===== config.mk =====
export PLATFORM = sky130hd
export DESIGN_NAME = inst_port_arbiter
export DESIGN_NICKNAME = d
export VERILOG_FILES = /design/src/rtl/soc_mem_pkg.sv /design/src/rtl/inst_port_arbiter.sv
export VERILOG_INCLUDE_DIRS = /design/src /design/src/rtl
export SDC_FILE = /design/constraint.sdc
export NUM_CORES = 1
export LEC_CHECK = 0
export BUFFER_PORTS_ARGS = -buffer_cell sky130_fd_sc_hd__buf_2
export CAP_MARGIN = 20
export CORE_AREA = 2 2 106 108
export DETAILED_ROUTE_END_ITERATION = 6
export DIE_AREA = 0 0 108 110
export GPL_TIMING_DRIVEN = 0
export HOLD_SLACK_MARGIN = 0.12
export PLACE_DENSITY = 0.46
export SYNTH_ARGS = -nofsm -noshare
export SYNTH_HDL_FRONTEND = slang
export SYNTH_SLANG_ARGS = --single-unit

===== constraint.sdc =====
create_clock -name clk_i -period 0.8 [get_ports clk_i]
set_input_delay 0.04 -clock clk_i [delete_from_list [all_inputs] [get_ports clk_i]]
set_output_delay 0.04 -clock clk_i [all_outputs]
set_load 0.02 [all_outputs]

===== src/rtl/soc_mem_cfg.svh =====
`ifndef SOC_MEM_CFG_SVH
`define SOC_MEM_CFG_SVH

////////////////////////////////////////////////////////////////////////////
// Bus widths
////////////////////////////////////////////////////////////////////////////

// Byte address
`define SOC_ADDR_W      32
// One data word
`define SOC_DATA_W      32
// One enable per byte lane
`define SOC_BE_W        4

////////////////////////////////////////////////////////////////////////////
// Address map
////////////////////////////////////////////////////////////////////////////

// Instruction SRAM, 8 KB
`define SOC_INST_BASE   32'h0000_0000
`define SOC_INST_WORDS  2048

// Data SRAM, 8 KB
`define SOC_DATA_BASE   32'h0001_0000
`define SOC_DATA_WORDS  2048

`endif

===== src/rtl/soc_mem_pkg.sv =====
`include "soc_mem_cfg.svh"

package soc_mem_pkg;

    ////////////////////////////////////////////////////////////////////////////
    // Bus types
    ////////////////////////////////////////////////////////////////////////////

    // Byte address as issued by the core
    typedef logic [`SOC_ADDR_W-1:0] addr_t;

    // Data word on both ports
    typedef logic [`SOC_DATA_W-1:0] word_t;

    // Byte lane enables
    typedef logic [`SOC_BE_W-1:0]   be_t;

    ////////////////////////////////////////////////////////////////////////////
    // Enums
    ////////////////////////////////////////////////////////////////////////////

    // Request buffer FSM
    typedef enum logic [1:0] {
        BUF_IDLE,
        BUF_ISSUE,
        BUF_WAIT
    } buf_state_e;

    // Address decode result
    typedef enum logic [1:0] {
        TGT_INST,
        TGT_DATA,
        TGT_NONE
    } target_e;

endpackage


===== src/rtl/inst_port_arbiter.sv =====
`timescale 1ns/1ps

module inst_port_arbiter import soc_mem_pkg::*; (
    input  logic  clk_i,
    input  logic  reset_i,
    // Fetch side
    input  logic  instr_req_i,
    input  addr_t instr_addr_i,
    output logic  instr_gnt_o,
    output logic  instr_rvalid_o,
    output word_t instr_rdata_o,
    // Data side
    input  logic  dsel_req_i,
    input  logic  dsel_we_i,
    input  be_t   dsel_be_i,
    input  addr_t dsel_addr_i,
    input  word_t dsel_wdata_i,
    output logic  dsel_gnt_o,
    output logic  dsel_rvalid_o,
    output word_t dsel_rdata_o,
    // Bank side
    output logic  mem_req_o,
    output logic  mem_we_o,
    output be_t   mem_be_o,
    output addr_t mem_addr_o,
    output word_t mem_wdata_o,
    input  logic  mem_rvalid_i,
    input  word_t mem_rdata_i
);

    // High when the response in flight is for the data side
    logic owner_data_q;

    // Fetch always wins the single bank port
    assign instr_gnt_o = instr_req_i;
    assign dsel_gnt_o  = dsel_req_i & ~instr_req_i;

    assign mem_req_o   = instr_req_i | dsel_req_i;
    assign mem_addr_o  = instr_req_i ? instr_addr_i : dsel_addr_i;
    // Fetches never write
    assign mem_we_o    = dsel_gnt_o & dsel_we_i;
    assign mem_be_o    = dsel_be_i;
    assign mem_wdata_o = dsel_wdata_i;

    always_ff @(posedge clk_i, posedge reset_i) begin
        if (reset_i)
            owner_data_q <= 1'b0;
        else
            owner_data_q <= dsel_gnt_o;
    end

    // Route the bank response to last cycle's winner
    assign instr_rvalid_o = mem_rvalid_i & ~owner_data_q;
    assign dsel_rvalid_o  = mem_rvalid_i & owner_data_q;
    assign instr_rdata_o  = mem_rdata_i;
    assign dsel_rdata_o   = mem_rdata_i;

    a_grant_excl: assert property (@(posedge clk_i) disable iff (reset_i)
        !(instr_gnt_o && dsel_gnt_o));

    // Fetch latency through the bank is exactly one cycle
    a_fetch_latency: assert property (@(posedge clk_i) disable iff (reset_i)
        instr_gnt_o |=> instr_rvalid_o);

endmodule


==> reports/results.env, run 1 <==
SYNTH_SEQUENTIAL_AREA_RATIO_PCT=1.855
CRITICAL_PATH_BUF_INV_COUNT=3
PLACEMENT_SETUP_SLACK_NS=-0.06019
RSZ_0062_RAISED_AFTER_GLOBAL_ROUTING='yes'
TIMING.FINAL.SETUP_VIOLATIONS=0
CPPEAKSTAGEDELAY_NS=0.29
GRTUSAGETOTAL_PCT=5.369
CRITICAL-PATH-SLOWEST-CELL='mux2_4'
DRC_ERRORS=0
FLIP_FLOP_COUNT_OF_THE_LARGEST_REGISTER_AFTER_LAYOUT=1
CAP_VIOLATIONS=0
PERIOD_MINUS_SLACK_NS=0.7945
TIMING_WORST_SLEW_PIN_VALUE_NS=0.1249
CRIT_ARRIVAL_NS=0.75
CORE-AREA_UM2=10700
SYNTHESIZED_AREA_DIVIDED_BY_SYNTHESIZED_CELL_COUNT_UM2=9.367
STATUS='completed'
YOSYS_WARNINGS=0
FMAX_GHz=1.259
VIAS=1603
ANTENNADIODECOUNT=0
POST-DP-HPWL_UM=3917
IO_PINS=276
CELLS_AFTER_SYNTH=144
GRT.OVERFLOW.TOTAL=0
DRT_PASS1_ITERATIONS=4
NNETSFINAL=495
TIMING.CRITICAL_PATH.TO_TYPE='output pin'
SYNTH.TOP_CELLS.BY_AREA='buf_4, mux2_4, mux2_2'
LAYOUT-DRIVE-GT1-SHARE_PCT=98.31
WHS_NS=0.2964
PLACE_CONGESTION=0.6971
TOTALWIRELENGTH_UM=4385
DRT-WIRELENGTH-PER-CELL_UM=8.859
SYNTH_SIMPLE_GATE_AREA_SHARE_PCT=2.505
START_UTIL_PCT=12.61
STD_CELL_ROWS=38
GRT_PASS1_WL_UM=5395
SHARE_OF_THE_SYNTHESIZED_AREA_IN_THE_TOP_CELL_TYPE_PCT=56.22
IO_BUFFERS=206
PWR_DENSITY_CELL_nW_PER_UM2=707.3
HOLD_END='dsel_rdata_o[12]'
PATH_CELLS='buf_16 > clkbuf_16 > mux2_4 > buf_6'
MIN_FROM='mem_rdata_i[12]'
LARGEST-REGISTER='owner_data_q'
DIE-AREA_UM2=11880
MIN-DELAY-PATH-CLASS='in -> out'
YOSYSUNIQUECELLTYPES=12
STARTPOINT_TYPE='input port'
YOSYS_REGISTER_BITS=1
GRT_START_MAX_NET_PINS=11
VIAS_PER_CELL=3.238
GRT_PASS1_VIAS=1253
REPORT.FINAL.HOLD_VIOL_COUNT=0
FINAL_MAX_SLEW_VIOL_COUNT=0
DIE_H_UM=110
DRT_ITER0_MARKERS=4
ANT_NETS=0
POST_SYNTH_MUX_AREA_SHARE_PCT=34.23
CP.REQUIRED_NS=0.76
SYNTH-COMPOUND-AREA-SHARE_PCT=0
POST_SYNTH_INSTANCE_AREA_UM2=1349
VDD_IR_DROP_MAX_mV=0.2902
MIN_PATH_CELLS=2
ANTENNA_FOUND_INITIAL=0
SYNTH_FA_HA_AREA_SHARE_PCT=0
SLEW_HEADROOM_PCT=91.73
CHIPWIDTH_UM=108
TIMING.SETUP.CRITICAL_PATH_CLASS='in -> out'
FINAL_UTIL_PCT=26.84
CRITPATHTOPFAMILY='buffers and inverters'
YOSYS.AREA_SHARE.XOR_XNOR_PCT=0
CTS_SETUP_BUFFERS=0
MAPPED_NETS=282
SYNTH_TOP_FAMILY_BY_AREA='buffers and inverters'
SETUP_SLACK_NS=0.005550
REGISTERS_WITH_THE_MOST_FLIP_FLOPS='owner_data_q x1'
POWER.LEAKAGE_uW=0.001732
SYNTH.LARGEST_AREA_CELL='buf_4'
CRIT_PATH_MAX_FANOUT=6
POST-ROUTE-PERIOD-UTIL_PCT=99.31
SYN_TO_FINAL_GROWTH_PCT=112.9
-- through the flow --
| step | TNS, ns | std cells | power [µW] | area (µm²) |
|---|---|---|---|---|
| floorplan | 0 | 144 | 1275 | 1351 |
| global placement | -1.058 | 490 | 1813 | 2557 |
| detailed placement | -1.149 | 490 | 1816 | 2557 |
| CTS | -0.1396 | 493 | 1999 | 2788 |
| global route | -0.03900 | 495 | 2152 | 2872 |
| finish | 0 | 495 | 2031 | 2872 |
-- cell families after synthesis --
| group | after synthesis |
|---|---|
| flip-flops | 1 |
| buffers and inverters | 106 |
| AND/OR/NAND/NOR | 5 |
| multiplexers | 32 |
-- repair_timing --
action / 4_1_cts / 5_1_grt
resized for setup: 52 / 11
hold buffers: 1 / 0
gates cloned: 2 / 2
endpoints found under the setup margin: 28 / 26
hold endpoints to repair: 1 / 0
-- per-layer routing --
layer	track usage (%)	share of wire, %	vias to the layer above
met1	5.810	28	663
met5	0	0	-
met3	0.7643	16	0
li1	-	-	783
met2	11.50	56	157
met4	0	0	0
-- synth_stat cells, drive strengths merged --
library cell / count
buf: 105
nor2b: 2
inv: 1
mux2: 32
dfrtp: 1
and3b: 1
and2: 1
or2: 1
-- final cells by class --
class                   instances  area (µm²)
well taps                     140       175.2
multi-input cells              37       500.5
fillers                      1128        7826
plain buffers                 105       845.8
inverters                       1       3.754
flip-flops and latches          1       25.02
repair buffers                211        1321
-- cells in the final DEF (no fill, tap or decap), types with 2 or more instances in the layout --
master	count
buf_2	178
buf_4	101
buf_6	28
mux2_4	27
mux2_2	5
buf_16	3
buf_12	3
clkbuf_16	2
-- worst max-delay path by stage --
stage / start / end / slack, ns / depth (start not counted)
6_report: instr_req_i / mem_addr_o[26] / 0.006 / 4
5_1_grt: instr_req_i / mem_addr_o[26] / -0.01 / 4
4_1_cts: instr_req_i / mem_addr_o[23] / -0.03 / 4
3_5_place_dp: instr_req_i / mem_addr_o[20] / -0.06 / 4
3_3_place_gp: instr_req_i / mem_addr_o[20] / -0.05 / 4
2_1_floorplan: owner_data_q$_DFF_PP0_ / instr_rvalid_o / 0.09 / 1
-- report_power, final --
group,leakage [µW],internal [µW],switching [µW]
Clock,0,0,0
Sequential,0.0000129,54.1,1.01
Combinational,0.00172,1100,879
Total,0.00173,1150,880
No activity file was read; power rests on OpenSTA's default activity.
==> run 2: changes to the inputs <==
--- a/config.mk
+++ b/config.mk
@@ -6,14 +6,14 @@
 export SDC_FILE = /design/constraint.sdc
 export NUM_CORES = 1
 export LEC_CHECK = 0
-export BUFFER_PORTS_ARGS = -buffer_cell sky130_fd_sc_hd__buf_2
 export CAP_MARGIN = 20
-export CORE_AREA = 2 2 106 108
+export CORE_AREA = 2 2 107 109
 export DETAILED_ROUTE_END_ITERATION = 6
-export DIE_AREA = 0 0 108 110
+export DIE_AREA = 0 0 109 111
+export DONT_BUFFER_PORTS = 1
 export GPL_TIMING_DRIVEN = 0
 export HOLD_SLACK_MARGIN = 0.12
-export PLACE_DENSITY = 0.46
+export PLACE_DENSITY = 0.3
 export SYNTH_ARGS = -nofsm -noshare
 export SYNTH_HDL_FRONTEND = slang
 export SYNTH_SLANG_ARGS = --single-unit
==> reports/results.env, run 2 (same netlist as run 1, synthesis figures left out) <==
CTSRESIZECOUNT=0  # -100%
NNETSFINAL=285  # -42%
SYN_TO_FINAL_GROWTH_PCT=14.19
FLIP_FLOP_COUNT_OF_THE_LARGEST_REGISTER_AFTER_LAYOUT=1  # unchanged
CRIT_ARRIVAL_NS=0.62  # -0.13 ns
POWER.LEAKAGE_uW=0.0007992  # -54%
CORE-AREA_UM2=11080  # +3.5%
TIMING_WORST_SLEW_PIN_VALUE_NS=0.4134  # +0.2885 ns
CAP_VIOLATIONS=0  # unchanged
SETUP_SLACK_NS=0.05042  # +0.04487 ns
GRT_PASS1_WL_UM=3815  # -29%
IO_BUFFERS=0  # -100%
START_UTIL_PCT=12.18  # -0.43 points
TIMING.SETUP.CRITICAL_PATH_CLASS='in -> reg'
DP_CELLS=287  # -41%
RSZ_0062_RAISED_AFTER_GLOBAL_ROUTING='no'
GRTUSAGETOTAL_PCT=4.169  # -1.2 points
STD_CELL_ROWS=39  # +2.6%
PWR_DENSITY_CELL_nW_PER_UM2=869.9  # +23%
ANTENNA_FOUND_INITIAL=0  # unchanged
SLEW_HEADROOM_PCT=72.38  # -19 points
COMMONEST_NON_FILL_NON_TAP_CELL_IN_THE_LAYOUT='buf_4'
GRT.OVERFLOW.TOTAL=0  # unchanged
CRIT_PATH_MAX_FANOUT=10  # +4
ANT_NETS=0  # unchanged
FINAL_TOTAL_NEGATIVE_SETUP_SLACK_NS=0  # unchanged
ROUTE.MET2.WL_UM=2091  # -15%
VIAS_PER_CELL=3.104  # -4.1%
DIE_H_UM=111  # +0.91%
DIE-AREA_UM2=12100  # +1.8%
DRT-WIRELENGTH-PER-CELL_UM=12.17  # +37%
POST-ROUTE-PERIOD-UTIL_PCT=93.70  # -5.6 points
PERIOD_MINUS_SLACK_NS=0.7496  # -0.04487 ns
STARTPOINT_TYPE='input port'
PLACE_AREA_UM2=1530  # -40%
MET3WIRELENGTH_UM=691  # -4.0%
LARGEST-REGISTER='owner_data_q'
VDD_IR_DROP_MAX_mV=0.2401  # -17%
TIMING.FINAL.SETUP_VIOLATIONS=0  # unchanged
IO_PINS=276  # unchanged
CPPEAKSTAGEDELAY_NS=0.30  # about the same
MIN-DELAY-PATH-CLASS='in -> out'
GRT_PASS1_VIAS=710  # -43%
FINAL_MAX_SLEW_VIOL_COUNT=0  # unchanged
FMAX_GHz=1.334  # +6.0%
STDCELL_AREA_UM2=1540  # -46%
DRT_PASS1_ITERATIONS=2  # -2
REGISTERS_WITH_THE_MOST_FLIP_FLOPS='owner_data_q x1'
CP.REQUIRED_NS=0.67  # -0.09 ns
PLACEMENT_SETUP_SLACK_NS=0.03648  # +0.09668 ns
REPORT.FINAL.HOLD_VIOL_COUNT=0  # unchanged
CRITICAL-PATH-SLOWEST-CELL='nor2b_2'
LAYOUT-DRIVE-GT1-SHARE_PCT=95.86  # -2.4 points
STATUS='completed'
DRC_ERRORS=0  # unchanged
VIAS=894  # -44%
TOTALWIRELENGTH_UM=3504  # -20%
POST_LAYOUT_NONFILLER_INSTANCES=288  # -42%
WIRELENGTH_MET1_UM=721  # -41%
DRT_ITER0_MARKERS=3  # -1
FINAL_UTIL_PCT=13.90  # -13 points
PATH_CELLS='buf_6 > buf_8 > nor2b_2'
LAYOUT_COMMON_CELLS='buf_4, mux2_4, mux2_2'
CHIPWIDTH_UM=109  # +0.93%
GRT_START_MAX_NET_PINS=11  # unchanged
TOPROUTINGLAYERUSED='met3'
TIMING.CRITICAL_PATH.TO_TYPE='flip-flop'
PLACE_CONGESTION=0.7547  # +8.3%
ANTENNADIODECOUNT=0  # unchanged
CLKSLEWWORSTSETUPHOLDPATHS_NS=0
[run 2: changes by cell type in the layout (fill, tap and decap cells not counted), sizes merged]
cell    previous run  this run
clkbuf             2         0
buf              313       105
[run 2: per-layer routing]
layer	GRT usage [%]	vias to the layer above
li1	-	362
met1	3.306	384
met2	9.482	148
met3	1.470	0
met4	0	0
met5	0	-
[run 2: worst paths after layout]
kind	end	slack, ns	cells after the start	startpoint
max	owner_data_q$_DFF_PP0_	0.05	3	instr_req_i
min	mem_wdata_o[13]	0.19	1	dsel_wdata_i[13]
max in group asynchronous	owner_data_q$_DFF_PP0_	0.38	2	reset_i
min in group asynchronous	owner_data_q$_DFF_PP0_	0.33	2	reset_i
[run 2: per-stage QoR]
| step | hold slack (ns) | power [µW] |
|---|---|---|
| floorplan | -0.2313 | 1275 |
| global placement | -0.2282 | 1362 |
| detailed placement | -0.2246 | 1351 |
| CTS | 0.1939 | 1357 |
| global route | 0.1947 | 1399 |
| finish | 0.1935 | 1340 |
[run 2: area by class of cell]
cell class / instances / area [µm²]
Tap cell: 143 / 178.9
Inverter: 1 / 3.754
Multi-Input combinational cell: 37 / 498.0
Fill cell: 1213 / 9537
Sequential cell: 1 / 25.02
Buffer: 105 / 824.5
Timing Repair Buffer: 1 / 10.01
[run 2: repair_timing]
| action | in CTS | in global routing |
|---|---|---|
| hold buffers | 1 | 0 |
| buffers inserted | 0 | 0 |
| endpoints found under the hold margin | 1 | 0 |
[run 2: worst max-delay path, delay by kind of cell]
kind / cells / cell delay, ns
buffers and inverters: 2 / 0.28
and+or+nand+nor: 1 / 0.30
[run 2: report_power, final]
group / switching [µW] / total [µW] / leakage, µW / internal [µW]
sequential: 1.09 / 55.2 / 0.0000129 / 54.1
clock: 0 / 0 / 0 / 0
combinational: 724 / 1280 / 0.000786 / 561
