## config.mk

```make
export PLATFORM = sky130hd
export DESIGN_NAME = data_req_buffer
export DESIGN_NICKNAME = d
export VERILOG_FILES = /design/src/rtl/soc_mem_pkg.sv /design/src/rtl/data_req_buffer.sv
export VERILOG_INCLUDE_DIRS = /design/src /design/src/rtl
export SDC_FILE = /design/constraint.sdc
export NUM_CORES = 1
export LEC_CHECK = 0
export ABC_AREA = 1
export BUFFER_PORTS_ARGS = -buffer_cell sky130_fd_sc_hd__buf_2
export CAP_MARGIN = 20
export CORE_MARGIN = 3
export CORE_UTILIZATION = 25
export DETAILED_ROUTE_END_ITERATION = 8
export GPL_TIMING_DRIVEN = 0
export PLACE_DENSITY = 0.52
export SYNTH_ARGS = -nofsm -noshare
export SYNTH_HDL_FRONTEND = slang
export SYNTH_SLANG_ARGS = --single-unit
```

## constraint.sdc

```tcl
create_clock -name clk_i -period 2.6 [get_ports clk_i]
set_clock_uncertainty 0.1 [all_clocks]
set_input_delay 0.39 -clock clk_i [delete_from_list [all_inputs] [get_ports clk_i]]
set_output_delay 0.39 -clock clk_i [all_outputs]
set_load 0.03 [all_outputs]
```

## src/rtl/soc_mem_cfg.svh

```systemverilog
`ifndef SOC_MEM_CFG_SVH
`define SOC_MEM_CFG_SVH

////////////////////////////////////////////////////////////////////////////
// Bus widths
////////////////////////////////////////////////////////////////////////////

// Byte address
`define SOC_ADDR_W      32
// One data word
`define SOC_DATA_W      32
// One enable per byte lane
`define SOC_BE_W        4

////////////////////////////////////////////////////////////////////////////
// Address map
////////////////////////////////////////////////////////////////////////////

// Instruction SRAM, 8 KB
`define SOC_INST_BASE   32'h0000_0000
`define SOC_INST_WORDS  2048

// Data SRAM, 8 KB
`define SOC_DATA_BASE   32'h0001_0000
`define SOC_DATA_WORDS  2048

`endif
```

## src/rtl/soc_mem_pkg.sv

```systemverilog
`include "soc_mem_cfg.svh"

package soc_mem_pkg;

    ////////////////////////////////////////////////////////////////////////////
    // Bus types
    ////////////////////////////////////////////////////////////////////////////

    // Byte address as issued by the core
    typedef logic [`SOC_ADDR_W-1:0] addr_t;

    // Data word on both ports
    typedef logic [`SOC_DATA_W-1:0] word_t;

    // Byte lane enables
    typedef logic [`SOC_BE_W-1:0]   be_t;

    ////////////////////////////////////////////////////////////////////////////
    // Enums
    ////////////////////////////////////////////////////////////////////////////

    // Request buffer FSM
    typedef enum logic [1:0] {
        BUF_IDLE,
        BUF_ISSUE,
        BUF_WAIT
    } buf_state_e;

    // Address decode result
    typedef enum logic [1:0] {
        TGT_INST,
        TGT_DATA,
        TGT_NONE
    } target_e;

endpackage

```

## src/rtl/data_req_buffer.sv

```systemverilog
`timescale 1ns/1ps

module data_req_buffer import soc_mem_pkg::*; (
    input  logic  clk_i,
    input  logic  reset_i,
    // Core side
    input  logic  core_req_i,
    input  logic  core_we_i,
    input  be_t   core_be_i,
    input  addr_t core_addr_i,
    input  word_t core_wdata_i,
    output logic  core_gnt_o,
    input  logic  core_rvalid_i,
    // Downstream side
    output logic  buf_req_o,
    output logic  buf_we_o,
    output be_t   buf_be_o,
    output addr_t buf_addr_o,
    output word_t buf_wdata_o,
    input  logic  buf_gnt_i
);

    buf_state_e state_q;
    logic       accept;

    // Only one request outstanding, so accept only when empty
    assign core_gnt_o = (state_q == BUF_IDLE);
    assign accept     = core_req_i & core_gnt_o;

    // Replay downstream until granted
    assign buf_req_o  = (state_q == BUF_ISSUE);

    always_ff @(posedge clk_i, posedge reset_i) begin
        if (reset_i) begin
            state_q <= BUF_IDLE;
        end else begin
            case (state_q)
                BUF_IDLE:  if (accept)        state_q <= BUF_ISSUE;
                BUF_ISSUE: if (buf_gnt_i)     state_q <= BUF_WAIT;
                BUF_WAIT:  if (core_rvalid_i) state_q <= BUF_IDLE;
                default:                      state_q <= BUF_IDLE;
            endcase
        end
    end

    // Payload held from acceptance until the response
    always_ff @(posedge clk_i) begin
        if (accept) begin
            buf_we_o    <= core_we_i;
            buf_be_o    <= core_be_i;
            buf_addr_o  <= core_addr_i;
            buf_wdata_o <= core_wdata_i;
        end
    end

    // Steered response must belong to the request in flight
    a_rvalid_in_wait: assert property (@(posedge clk_i) disable iff (reset_i)
        core_rvalid_i |-> (state_q == BUF_WAIT));

endmodule

```

==> flow_summary.json, run 1 <==
{
  "status": "finished clean",
  "ctsLongestPathBuffers": 2,
  "chipHeight_um": 99.4,
  "h-tree-depth": 3,
  "yosys.area.top_type_share_pct": 95.0,
  "number_of_max_cap_violations": 0,
  "antenna_found_initial": 0,
  "ant_nets": 0,
  "critical_path.slowest_cell": "clkinvlp_4",
  "cts-buffers-inserted": 9,
  "syn-num-nets": 159,
  "drive_gt1_share_pct": 65.6,
  "seq_power_share_pct": 45.8,
  "numPlacedInstances": 335,
  "detailedPlace.worstSlack_ns": 0.633,
  "chipWidth_um": 99.4,
  "sw_frac_of_total_pct": 34.3,
  "irDropWorstVdd_mv": 0.600,
  "worst-endpoint-required_ns": 2.57,
  "tightestPinTransition_ns": 0.640,
  "post_synth_instance_area_um2": 2180,
  "io_pins": 145,
  "gp_routability_congestion": 0.634,
  "grt_overflow_total": 0,
  "start_util_pct": 26.1,
  "endpoint_kind": "register",
  "antenna_diode_instance_count": 0,
  "power.density_nw_per_um2": 1090,
  "grt_pass1_vias": 1536,
  "synth.area.top_cells": "edfxtp_1 (95%), dfrtp_1 (2.3%), inv_1 (1.0%)",
  "port-buffer-count": 144,
  "clock_network_power_share_pct": 27.2,
  "clk-insertion-delay-late_ns": 0.33,
  "grt_pass1_wl_mm": 7.81,
  "timing.final.crit_share_pct": 73.8,
  "num_rows": 33,
  "stdcell_area_um2": 3290,
  "cts_repair_resize_count": 0,
  "firstDrtPassIters": 4,
  "post_drt_via_cell_ratio": 3.88,
  "internal-power_uw": 2350,
  "yosys_warnings": 0,
  "final_period_minus_worst_setup_slack_ns": 1.92,
  "rsz0062_at_grt": "false",
  "synthesis_stage_register_bit_count": 71,
  "wl_mm": 5.02,
  "power_frac_comb_pct": 27.0,
  "drv_slew": 0,
  "grt_start_max_net_pins": 42,
  "clkSlewWorstSetupHoldPaths_ns": 0.08,
  "routedWlPerCell_um": 14.2,
  "hold_path.class": "input pin to register",
  "finalSetupViolations": 0,
  "crit-reg2reg-launch": "state_q[1]$_DFFE_PP0P_",
  "critical_path.max_fanout": 41,
  "hold_path_startpoint": "core_wdata_i[20]",
  "nets_finish": 316,
  "crit_path_start_kind": "register",
  "tritoncts": "yes",
  "p_leak_uw": 0.00140,
  "place_area_um2": 3060,
  "yosysSeqAreaShare_pct": 97.3,
  "critPathArrivalTime_ns": 1.89,
  "drt_iter0_markers": 58,
  "clockRootBuffer": "clkbuf_8",
  "final.setup.tns_ns": 0,
  "tritoncts_sink_count": 71,
  "num_vias": 1365,
  "final_cell_count_no_fill": 352,
  "longest_individual_stage_delay_on_the_worst_path_ns": 0.54,
  "die_area_um2": 9880,
  "achievable-frequency_ghz": 0.521,
  "syn-instance-count": 85,
  "synth_largest_area_cell": "edfxtp_1",
  "synthDistinctLibCells": 7,
  "grt_use_total_pct": 10.8,
  "postSynthAreaPerCell_um2": 25.7,
  "timing.setup.critical_path_class": "register to register",
  "critical_path.cell_chain": "nor2_2 -> nand2_1 -> clkinvlp_4 -> buf_12",
  "post-route-drc-count": 0,
  "slew-limit-headroom_pct": 57.3,
  "timing_hold_violations_final": 0,
  "final.setup.worst_slack_ns": 0.681,
  "worst_setup_path_startpoint": "state_q[1]$_DFFE_PP0P_",
  "detailedPlacementHpwl_mm": 3.85,
  "synthToLayoutAreaGrowth_pct": 50.7,
  "switching_power_uw": 1230,
  "fp.coreArea_um2": 8340
}
flip-flops by register name, indices dropped and copies added, names as in the netlist:
register / count
buf_addr_o: 32
buf_wdata_o: 32
buf_be_o: 4
state_q: 2
buf_we_o: 1
critical path, delay by kind of cell (launching register included):
family | cells | cell delay, ns
buf+inv | 2 | 0.96
flops | 1 | 0.41
simple gates | 2 | 0.17
cell usage after synthesis:
master,count
edfxtp_1,69
inv_1,6
nand2_1,3
nand3_1,3
dfrtp_1,2
nor2_1,1
nor2_2,1
stage by stage:
stage	hold slack (ns)	util (%)	total power, uW
after floorplan	0.0312	-	2310
after global placement	0.145	36.4	2630
after detailed placement	0.148	36.6	2650
after CTS	0.0913	39.4	3650
after global routing	0.0894	39.4	3760
final	0.120	39.4	3580
power by group through the flow:
stage	Clock, uW	Combinational [uW]	Sequential [uW]
floorplan	0	180	2130
global placement	0	958	1680
detailed placement	0	985	1670
CTS	1010	985	1650
global route	1060	1030	1670
finish	972	967	1640
timing repair:
item                                    in CTS  in global routing
endpoints found under the setup margin       0                  0
hold buffers                                 1                  0
setup buffers                                0                  0
hold endpoints to repair                     2                  0
routing by layer:
metal / part of all wire [%] / GRT usage (%)
met5: 0 / 0
met4: 2.2 / 6.30
met3: 16 / 7.36
met2: 46 / 15.9
met1: 35 / 11.4
cell families after synthesis:
kind of cell	Yosys count	synth area share [%]
buf+inv	6	1.03
flops	71	97.3
simple gates	8	1.66
final timing paths:
kind                                             end  slack, ns  cells past startpoint
setup reg to reg            buf_addr_o[13]$_DFFE_PP_       0.68                      4
hold / removal             buf_wdata_o[20]$_DFFE_PP_       0.12                      1
hold reg to reg               state_q[0]$_DFFE_PP0P_       0.48                      2
max in group asynchronous     state_q[1]$_DFFE_PP0P_       1.94                      3
min in group asynchronous     state_q[0]$_DFFE_PP0P_       0.35                      3
setup / recovery            buf_addr_o[13]$_DFFE_PP_       0.68                      4
layout by cell type, fill, tap and decap left out:
master	synthesis	layout
bufinv_16	0	2
clkbuf_1	0	1
nand2_1	3	3
buf_2	0	144
inv_1	6	5
buf_12	0	1
nor2_1	1	1
dlygate4sd3_1	0	1
nand3_1	3	3
clkbuf_8	0	9
inv_6	0	2
clkinvlp_4	0	3
nor2_2	1	1
edfxtp_1	69	69
dfrtp_1	2	2
area by class of cell:
cell class                      instances  area (um2)
Tap cell                              105         131
Inverter                                6        26.3
Clock buffer                           10         128
Sequential cell                        71        2120
Multi-Input combinational cell          8        36.3
Timing Repair Buffer                  146         751
Clock inverter                          6        92.6
Fill cell                             832        5050
Power figures use the tool's default switching activity.
==> run 2, diff against run 1 <==
--- a/config.mk
+++ b/config.mk
@@ -13,7 +13,7 @@
 export CORE_UTILIZATION = 25
 export DETAILED_ROUTE_END_ITERATION = 8
 export GPL_TIMING_DRIVEN = 0
-export PLACE_DENSITY = 0.52
+export PLACE_DENSITY = 0.54
 export SYNTH_ARGS = -nofsm -noshare
 export SYNTH_HDL_FRONTEND = slang
 export SYNTH_SLANG_ARGS = --single-unit
==> constraint.sdc (replaced) <==
create_clock -name clk_i -period 1.58 [get_ports clk_i]
set_clock_uncertainty 0.1 [all_clocks]
set_input_delay 0.237 -clock clk_i [delete_from_list [all_inputs] [get_ports clk_i]]
set_output_delay 0.237 -clock clk_i [all_outputs]
set_load 0.03 [all_outputs]
==> run 2 against run 1 <==
Total power grew 68%. Die area did not move. Critical path depth is the same. Highest routed layer unchanged. Flip-flop and latch count unchanged. Final area increased by 22%. First-iteration DRC count decreased by 45%. Non-clock buffer count is 70 higher.
==> flow_summary.json, run 2 (synthesis results as in run 1) <==
{
  "status": "finished clean",
  "ff2ff_setup_slack_ns": 0.11,
  "crit-reg2reg-launch": "state_q[1]$_DFFE_PP0P_",
  "final_period_minus_worst_setup_slack_ns": 1.47,
  "timing.final.crit_share_pct": 93.1,
  "tritoncts": "yes",
  "clockRootBuffer": "clkbuf_8",
  "power.density_nw_per_um2": 1510,
  "timing.setup.critical_path_class": "register to register",
  "chipWidth_um": 99.4,
  "timing.critical_path.buf_inv": 2,
  "layout.cells.most_common": "buf_2",
  "routedWlPerCell_um": 13.6,
  "hold_path_startpoint": "core_rvalid_i",
  "wl_mm": 5.76,
  "detailedPlacementHpwl_mm": 3.64,
  "ant_nets": 0,
  "drv_slew": 0,
  "worst-endpoint-required_ns": 1.49,
  "die_area_um2": 9880,
  "grt_pass1_wl_mm": 9.29,
  "firstDrtPassIters": 4,
  "gp_routability_congestion": 0.667,
  "antenna_found_initial": 0,
  "post-route-drc-count": 0,
  "antenna_diode_instance_count": 0,
  "nets_finish": 387,
  "drive_gt1_share_pct": 52.2,
  "rsz0062_at_grt": "false",
  "tritoncts_sink_count": 71,
  "critical_path.cell_chain": "nor2_4 -> nand2_2 -> clkinvlp_4 -> buf_12",
  "post_drt_via_cell_ratio": 3.85,
  "tightestPinTransition_ns": 0.303,
  "start_util_pct": 26.1,
  "worst-r2r-cell-count": 4,
  "clkSlewWorstSetupHoldPaths_ns": 0.07,
  "drt_iter0_markers": 32,
  "finalSetupViolations": 0,
  "endpoint_kind": "register",
  "irDropWorstVdd_mv": 0.926,
  "chipHeight_um": 99.4,
  "final.setup.worst_slack_ns": 0.109,
  "grt_use_total_pct": 12.3,
  "synthToLayoutAreaGrowth_pct": 83.2,
  "timing_hold_violations_final": 0,
  "slew-limit-headroom_pct": 79.8,
  "critical_path.max_fanout": 41,
  "critical-path-top-delay-family": "flip-flops",
  "cts-buffers-inserted": 9,
  "grt_pass1_vias": 1877,
  "use_met2_pct": 19.3,
  "most-common-layout-cells": "buf_2 (144), dlygate4sd3_1 (70), edfxtp_1 (69)",
  "grtUsageMet1_pct": 13.8,
  "critPathArrivalTime_ns": 1.38,
  "crit_path_start_kind": "register",
  "hold_path.class": "input pin to register",
  "num_vias": 1628,
  "h-tree-depth": 3,
  "core_utilization_of_the_finished_layout_pct": 47.9,
  "stdcell_area_um2": 4000,
  "fp.coreArea_um2": 8340,
  "grt.busiest_layer": "met2",
  "number_of_max_cap_violations": 0,
  "num_rows": 33,
  "grt_start_max_net_pins": 42,
  "detailedPlace.worstSlack_ns": -0.311,
  "port-buffer-count": 144,
  "final.setup.tns_ns": 0,
  "clk-insertion-delay-late_ns": 0.33,
  "gr-usage-met3_pct": 7.50,
  "longest_individual_stage_delay_on_the_worst_path_ns": 0.44,
  "io_pins": 145,
  "p_leak_uw": 0.00170,
  "total_power_uw": 6030,
  "critical_path.slowest_cell": "dfrtp_1",
  "achievable-frequency_ghz": 0.680,
  "ctsLongestPathBuffers": 2,
  "hold-path-endpoint": "state_q[1]$_DFFE_PP0P_",
  "min_delay_path_depth": 4,
  "place_area_um2": 3060,
  "registers_with_the_most_flip_flops": "buf_addr_o x32, buf_wdata_o x32, buf_be_o x4",
  "crit-reg2reg-capture": "buf_addr_o[16]$_DFFE_PP_",
  "grt_overflow_total": 0
}
==> run 2: per-stage QoR <==
step / cells / hold WS [ns]
final: 423 / 0.0546
after global routing: 423 / 0.0585
after CTS: 423 / 0.0293
after detailed placement: 335 / -0.00703
after global placement: 334 / -0.0123
after floorplan: 85 / -0.122
==> run 2: final cells by class <==
cell class	instances	area, um2
clock buffers	10	128
fillers	731	4350
repair inverters	1	7.51
flip-flops and latches	71	2120
repair buffers	216	1450
clock inverters	6	86.3
multi-input cells	8	43.8
inverters	6	26.3
well taps	105	131
==> run 2: repair_timing <==
| action | in CTS | in global routing |
|---|---|---|
| resized for setup | 1 | 1 |
| hold buffers | 70 | 0 |
| setup endpoints to repair | 69 | 1 |
| setup buffers | 1 | 0 |
| hold endpoints to repair | 71 | 0 |
| gates cloned | 1 | 0 |
==> run 2: how the worst max path moves through the flow <==
stage	cells past startpoint	slack [ns]	endpoint	start
floorplan	3	-0.48	buf_addr_o[0]$_DFFE_PP_	state_q[1]$_DFFE_PP0P_
global placement	3	-0.93	buf_wdata_o[20]$_DFFE_PP_	state_q[1]$_DFFE_PP0P_
detailed placement	4	-0.31	buf_wdata_o[20]$_DFFE_PP_	state_q[0]$_DFFE_PP0P_
CTS	3	0.05	buf_req_o	state_q[0]$_DFFE_PP0P_
global route	3	0.03	buf_req_o	state_q[0]$_DFFE_PP0P_
finish	4	0.11	buf_addr_o[16]$_DFFE_PP_	state_q[1]$_DFFE_PP0P_
==> run 2: power breakdown <==
group / internal, uW / switching, uW / total (uW)
clock network: 887 / 656 / 1540
logic: 510 / 1270 / 1780
registers: 2590 / 120 / 2710
total: 3990 / 2040 / 6030
==> run 2: metal layers <==
metal  share of wire (%)  vias up
met5                   0        -
met4                 1.5        0
met3                  13        7
met2                  48       97
met1                  38      742
li1                    -      782
==> run 2: worst reg2reg max path: cells and delay by family (launching register included) <==
| family | cells | cell delay (ns) |
|---|---|---|
| buffers and inverters | 2 | 0.33 |
| DFF | 1 | 0.44 |
| and+or+nand+nor | 2 | 0.25 |
==> run 3, diff against run 2 <==
--- a/config.mk
+++ b/config.mk
@@ -6,14 +6,13 @@
 export SDC_FILE = /design/constraint.sdc
 export NUM_CORES = 1
 export LEC_CHECK = 0
-export ABC_AREA = 1
+export ABC_CLOCK_PERIOD_IN_PS = 1580
 export BUFFER_PORTS_ARGS = -buffer_cell sky130_fd_sc_hd__buf_2
 export CAP_MARGIN = 20
 export CORE_MARGIN = 3
 export CORE_UTILIZATION = 25
 export DETAILED_ROUTE_END_ITERATION = 8
 export GPL_TIMING_DRIVEN = 0
-export PLACE_DENSITY = 0.54
 export SYNTH_ARGS = -nofsm -noshare
 export SYNTH_HDL_FRONTEND = slang
 export SYNTH_SLANG_ARGS = --single-unit
==> run 3 against run 2 <==
Core utilization down 0.22 points. Non-clock buffer count unchanged. Final area down 0.47%. Final cell count down 0.95%. Worst setup slack worse by 0.054 ns. Clock power about the same. Flip-flop and latch count unchanged. Register-to-register slack worse by 0.05 ns. Critical path depth down 2. Global-route usage about the same. Via count up 0.31%. Routed wire length up 2.6%. Critical path type unchanged. Largest cell class unchanged.
==> flow_summary.json, run 3 <==
{
  "seq_power_share_pct": 45.8,
  "drv_slew": 0,
  "syn-instance-count": 80,
  "h-tree-depth": 3,
  "grt_pass1_vias": 1881,
  "tritoncts": "yes",
  "postSynthAreaPerCell_um2": 27.1,
  "p_leak_uw": 0.00167,
  "hold_path.class": "input pin to register",
  "endpoint": "buf_wdata_o[2]$_DFFE_PP_",
  "detailedPlacementHpwl_mm": 3.51,
  "synthToLayoutAreaGrowth_pct": 83.3,
  "endpoint_kind": "register",
  "cp.depth": 2,
  "status": "finished clean",
  "crit-reg2reg-capture": "buf_wdata_o[2]$_DFFE_PP_",
  "final.setup.worst_slack_ns": 0.0556,
  "fp.coreArea_um2": 8340,
  "grt_start_max_net_pins": 36,
  "synth_top_family_by_area": "simple AND/OR/NAND/NOR gates",
  "timing.critical_path.buf_inv": 0,
  "hold_path_startpoint": "core_req_i",
  "synth-adder-area-share_pct": 0,
  "synthMostInstantiatedCell": "edfxtp_1",
  "post-cts-setup-buffers": 0,
  "synthDistinctLibCells": 10,
  "tightestPinTransition_ns": 0.476,
  "die_area_um2": 9830,
  "layout.cells.most_common": "buf_2",
  "registers_with_the_most_flip_flops": "buf_addr_o x32, buf_wdata_o x32, buf_be_o x4",
  "worst-r2r-cell-count": 2,
  "timing.setup.critical_path_class": "register to register",
  "yosysSeqAreaShare_pct": 97.8,
  "slew-limit-headroom_pct": 68.2,
  "grt_overflow_total": 0,
  "min_delay_path_depth": 3,
  "final_period_minus_worst_setup_slack_ns": 1.52,
  "clockRootBuffer": "clkbuf_8",
  "critical_path.slowest_cell": "and2_4",
  "internal-power_uw": 3940,
  "antenna_found_initial": 1,
  "critical-path-top-delay-family": "simple AND/OR/NAND/NOR gates",
  "synth.area.top_cells": "edfxtp_1 (96%), dfrtp_1 (2.3%), a211oi_1 (0.35%)",
  "detailedPlace.worstSlack_ns": -0.238,
  "post_drt_via_cell_ratio": 3.90,
  "drt_iter0_markers": 75,
  "worst-endpoint-required_ns": 1.45,
  "num_rows": 33,
  "num_vias": 1633,
  "finalSetupViolations": 0,
  "synth.area.mux_share_pct": 0,
  "ant_nets": 0,
  "routedWlPerCell_um": 14.1,
  "firstDrtPassIters": 6,
  "clk-insertion-delay-late_ns": 0.32,
  "chipWidth_um": 99.2,
  "final.fill_count": 731,
  "cts-buffers-inserted": 9,
  "chipHeight_um": 99.2,
  "port-buffer-count": 144,
  "stdcell_area_um2": 3980,
  "synth_simple_gate_area_share_pct": 1.38,
  "drive_gt1_share_pct": 51.4,
  "gp_routability_congestion": 0.684,
  "number_of_max_cap_violations": 0,
  "power_frac_comb_pct": 28.2,
  "number_of_synthesized_flops_with_an_enable_pin": 69,
  "nets_finish": 382,
  "rsz0062_at_grt": "true",
  "critical_path.cell_chain": "nor2_4 -> and2_4",
  "post-route-drc-count": 0,
  "crit_path_start_kind": "register",
  "synth_xor_xnor_area_share_pct": 0,
  "critical_path.max_fanout": 35,
  "place_area_um2": 3030,
  "timing_hold_violations_final": 0,
  "grt_pass1_wl_mm": 9.09,
  "synthesis_stage_register_bit_count": 71,
  "ffs_w_async_s_r_synth_pct": 2.82,
  "io_pins": 145,
  "achievable-frequency_ghz": 0.656,
  "post_synth_instance_area_um2": 2170,
  "power.density_nw_per_um2": 1490,
  "longest_individual_stage_delay_on_the_worst_path_ns": 0.46,
  "worst_setup_path_startpoint": "state_q[1]$_DFFE_PP0P_",
  "clkSlewWorstSetupHoldPaths_ns": 0.07,
  "synth_common_cells": "edfxtp_1 (69), dfrtp_1 (2), nor2_1 (2)",
  "irDropWorstVdd_mv": 1.21,
  "tritoncts_sink_count": 71,
  "timing.final.crit_share_pct": 96.5,
  "ctsLongestPathBuffers": 2,
  "clock_network_power_share_pct": 26.0,
  "switching_power_uw": 1970,
  "yosys.area.top_type_share_pct": 95.5,
  "grt_use_total_pct": 12.4,
  "start_util_pct": 26.0,
  "yosys_warnings": 0,
  "sw_frac_of_total_pct": 33.3,
  "synthFlopType": "edfxtp_1",
  "most-common-layout-cells": "buf_2 (144), dlygate4sd3_1 (72), edfxtp_1 (69)",
  "wl_mm": 5.91,
  "critPathArrivalTime_ns": 1.39,
  "crit-reg2reg-launch": "state_q[1]$_DFFE_PP0P_",
  "compound_gate_portion_of_the_synthesized_area_pct": 0.634,
  "synth_largest_area_cell": "edfxtp_1",
  "syn-num-nets": 154,
  "ff2ff_setup_slack_ns": 0.06
}
==> run 3: how the worst min path moves through the flow <==
stage | endpoint | slack, ns
final | state_q[0]$_DFFE_PP0P_ | 0.13
after global routing | state_q[0]$_DFFE_PP0P_ | 0.09
after CTS | state_q[0]$_DFFE_PP0P_ | 0.10
after detailed placement | state_q[0]$_DFFE_PP0P_ | -0.005
after global placement | state_q[1]$_DFFE_PP0P_ | -0.004
after floorplan | state_q[0]$_DFFE_PP0P_ | -0.12
==> run 3: tightest hold or removal path: cells and delay by family <==
kind | cells | cell delay [ns]
buffers and inverters | 1 | 0.12
AOI/OAI and AO/OA | 1 | 0.06
and+or+nand+nor | 1 | 0.10
==> run 3: final cells by class <==
class                   count  area (um2)  area share, %
inverters                   1        3.75         0.0944
clock buffers              10         128           3.21
well taps                 105         131           3.30
repair buffers            216        1440           36.2
flip-flops and latches     71        2120           53.4
clock inverters             6        83.8           2.11
diodes                      1        2.50         0.0629
multi-input cells           9        62.6           1.57
==> run 3: cell families after synthesis <==
logic type | Yosys count
simple gates | 6
flops | 71
buf+inv | 1
compound gates | 2
==> run 3: timing repair <==
action	4_1_cts	5_1_grt
hold buffers	72	0
gates resized for setup	1	1
pin swaps	1	2
setup endpoints to repair	69	69
endpoints found under the hold margin	73	0
gates cloned	1	0
==> run 3: power groups by stage <==
| stage | Clock [uW] | Sequential, uW | Combinational [uW] |
|---|---|---|---|
| after floorplan | 0 | 3450 | 297 |
| after global placement | 0 | 2730 | 1510 |
| after detailed placement | 0 | 2750 | 1510 |
| after CTS | 1590 | 2700 | 1680 |
| after global routing | 1700 | 2750 | 1750 |
| final | 1540 | 2710 | 1660 |
==> run 3: layer usage <==
layer | part of all wire, % | up-vias | global-route usage [%]
met3 | 9.8 | 7 | 6.24
met5 | 0 | - | 0
met1 | 38 | 759 | 12.6
li1 | - | 775 | -
met4 | 1.1 | 0 | 4.52
met2 | 51 | 92 | 21.6
==> run 3: per-stage QoR <==
stage                     TNS (ns)  hold slack [ns]  util, %  total power, uW  instances
after global routing        -0.246           0.0934     47.7             6200        419
after global placement      -15.04         -0.00424     36.3             4240        329
final                            0            0.128     47.7             5910        419
after floorplan             -12.20           -0.122        -             3740         80
after detailed placement    -16.14         -0.00477     36.3             4260        329
after CTS                        0            0.104     47.6             5980        418
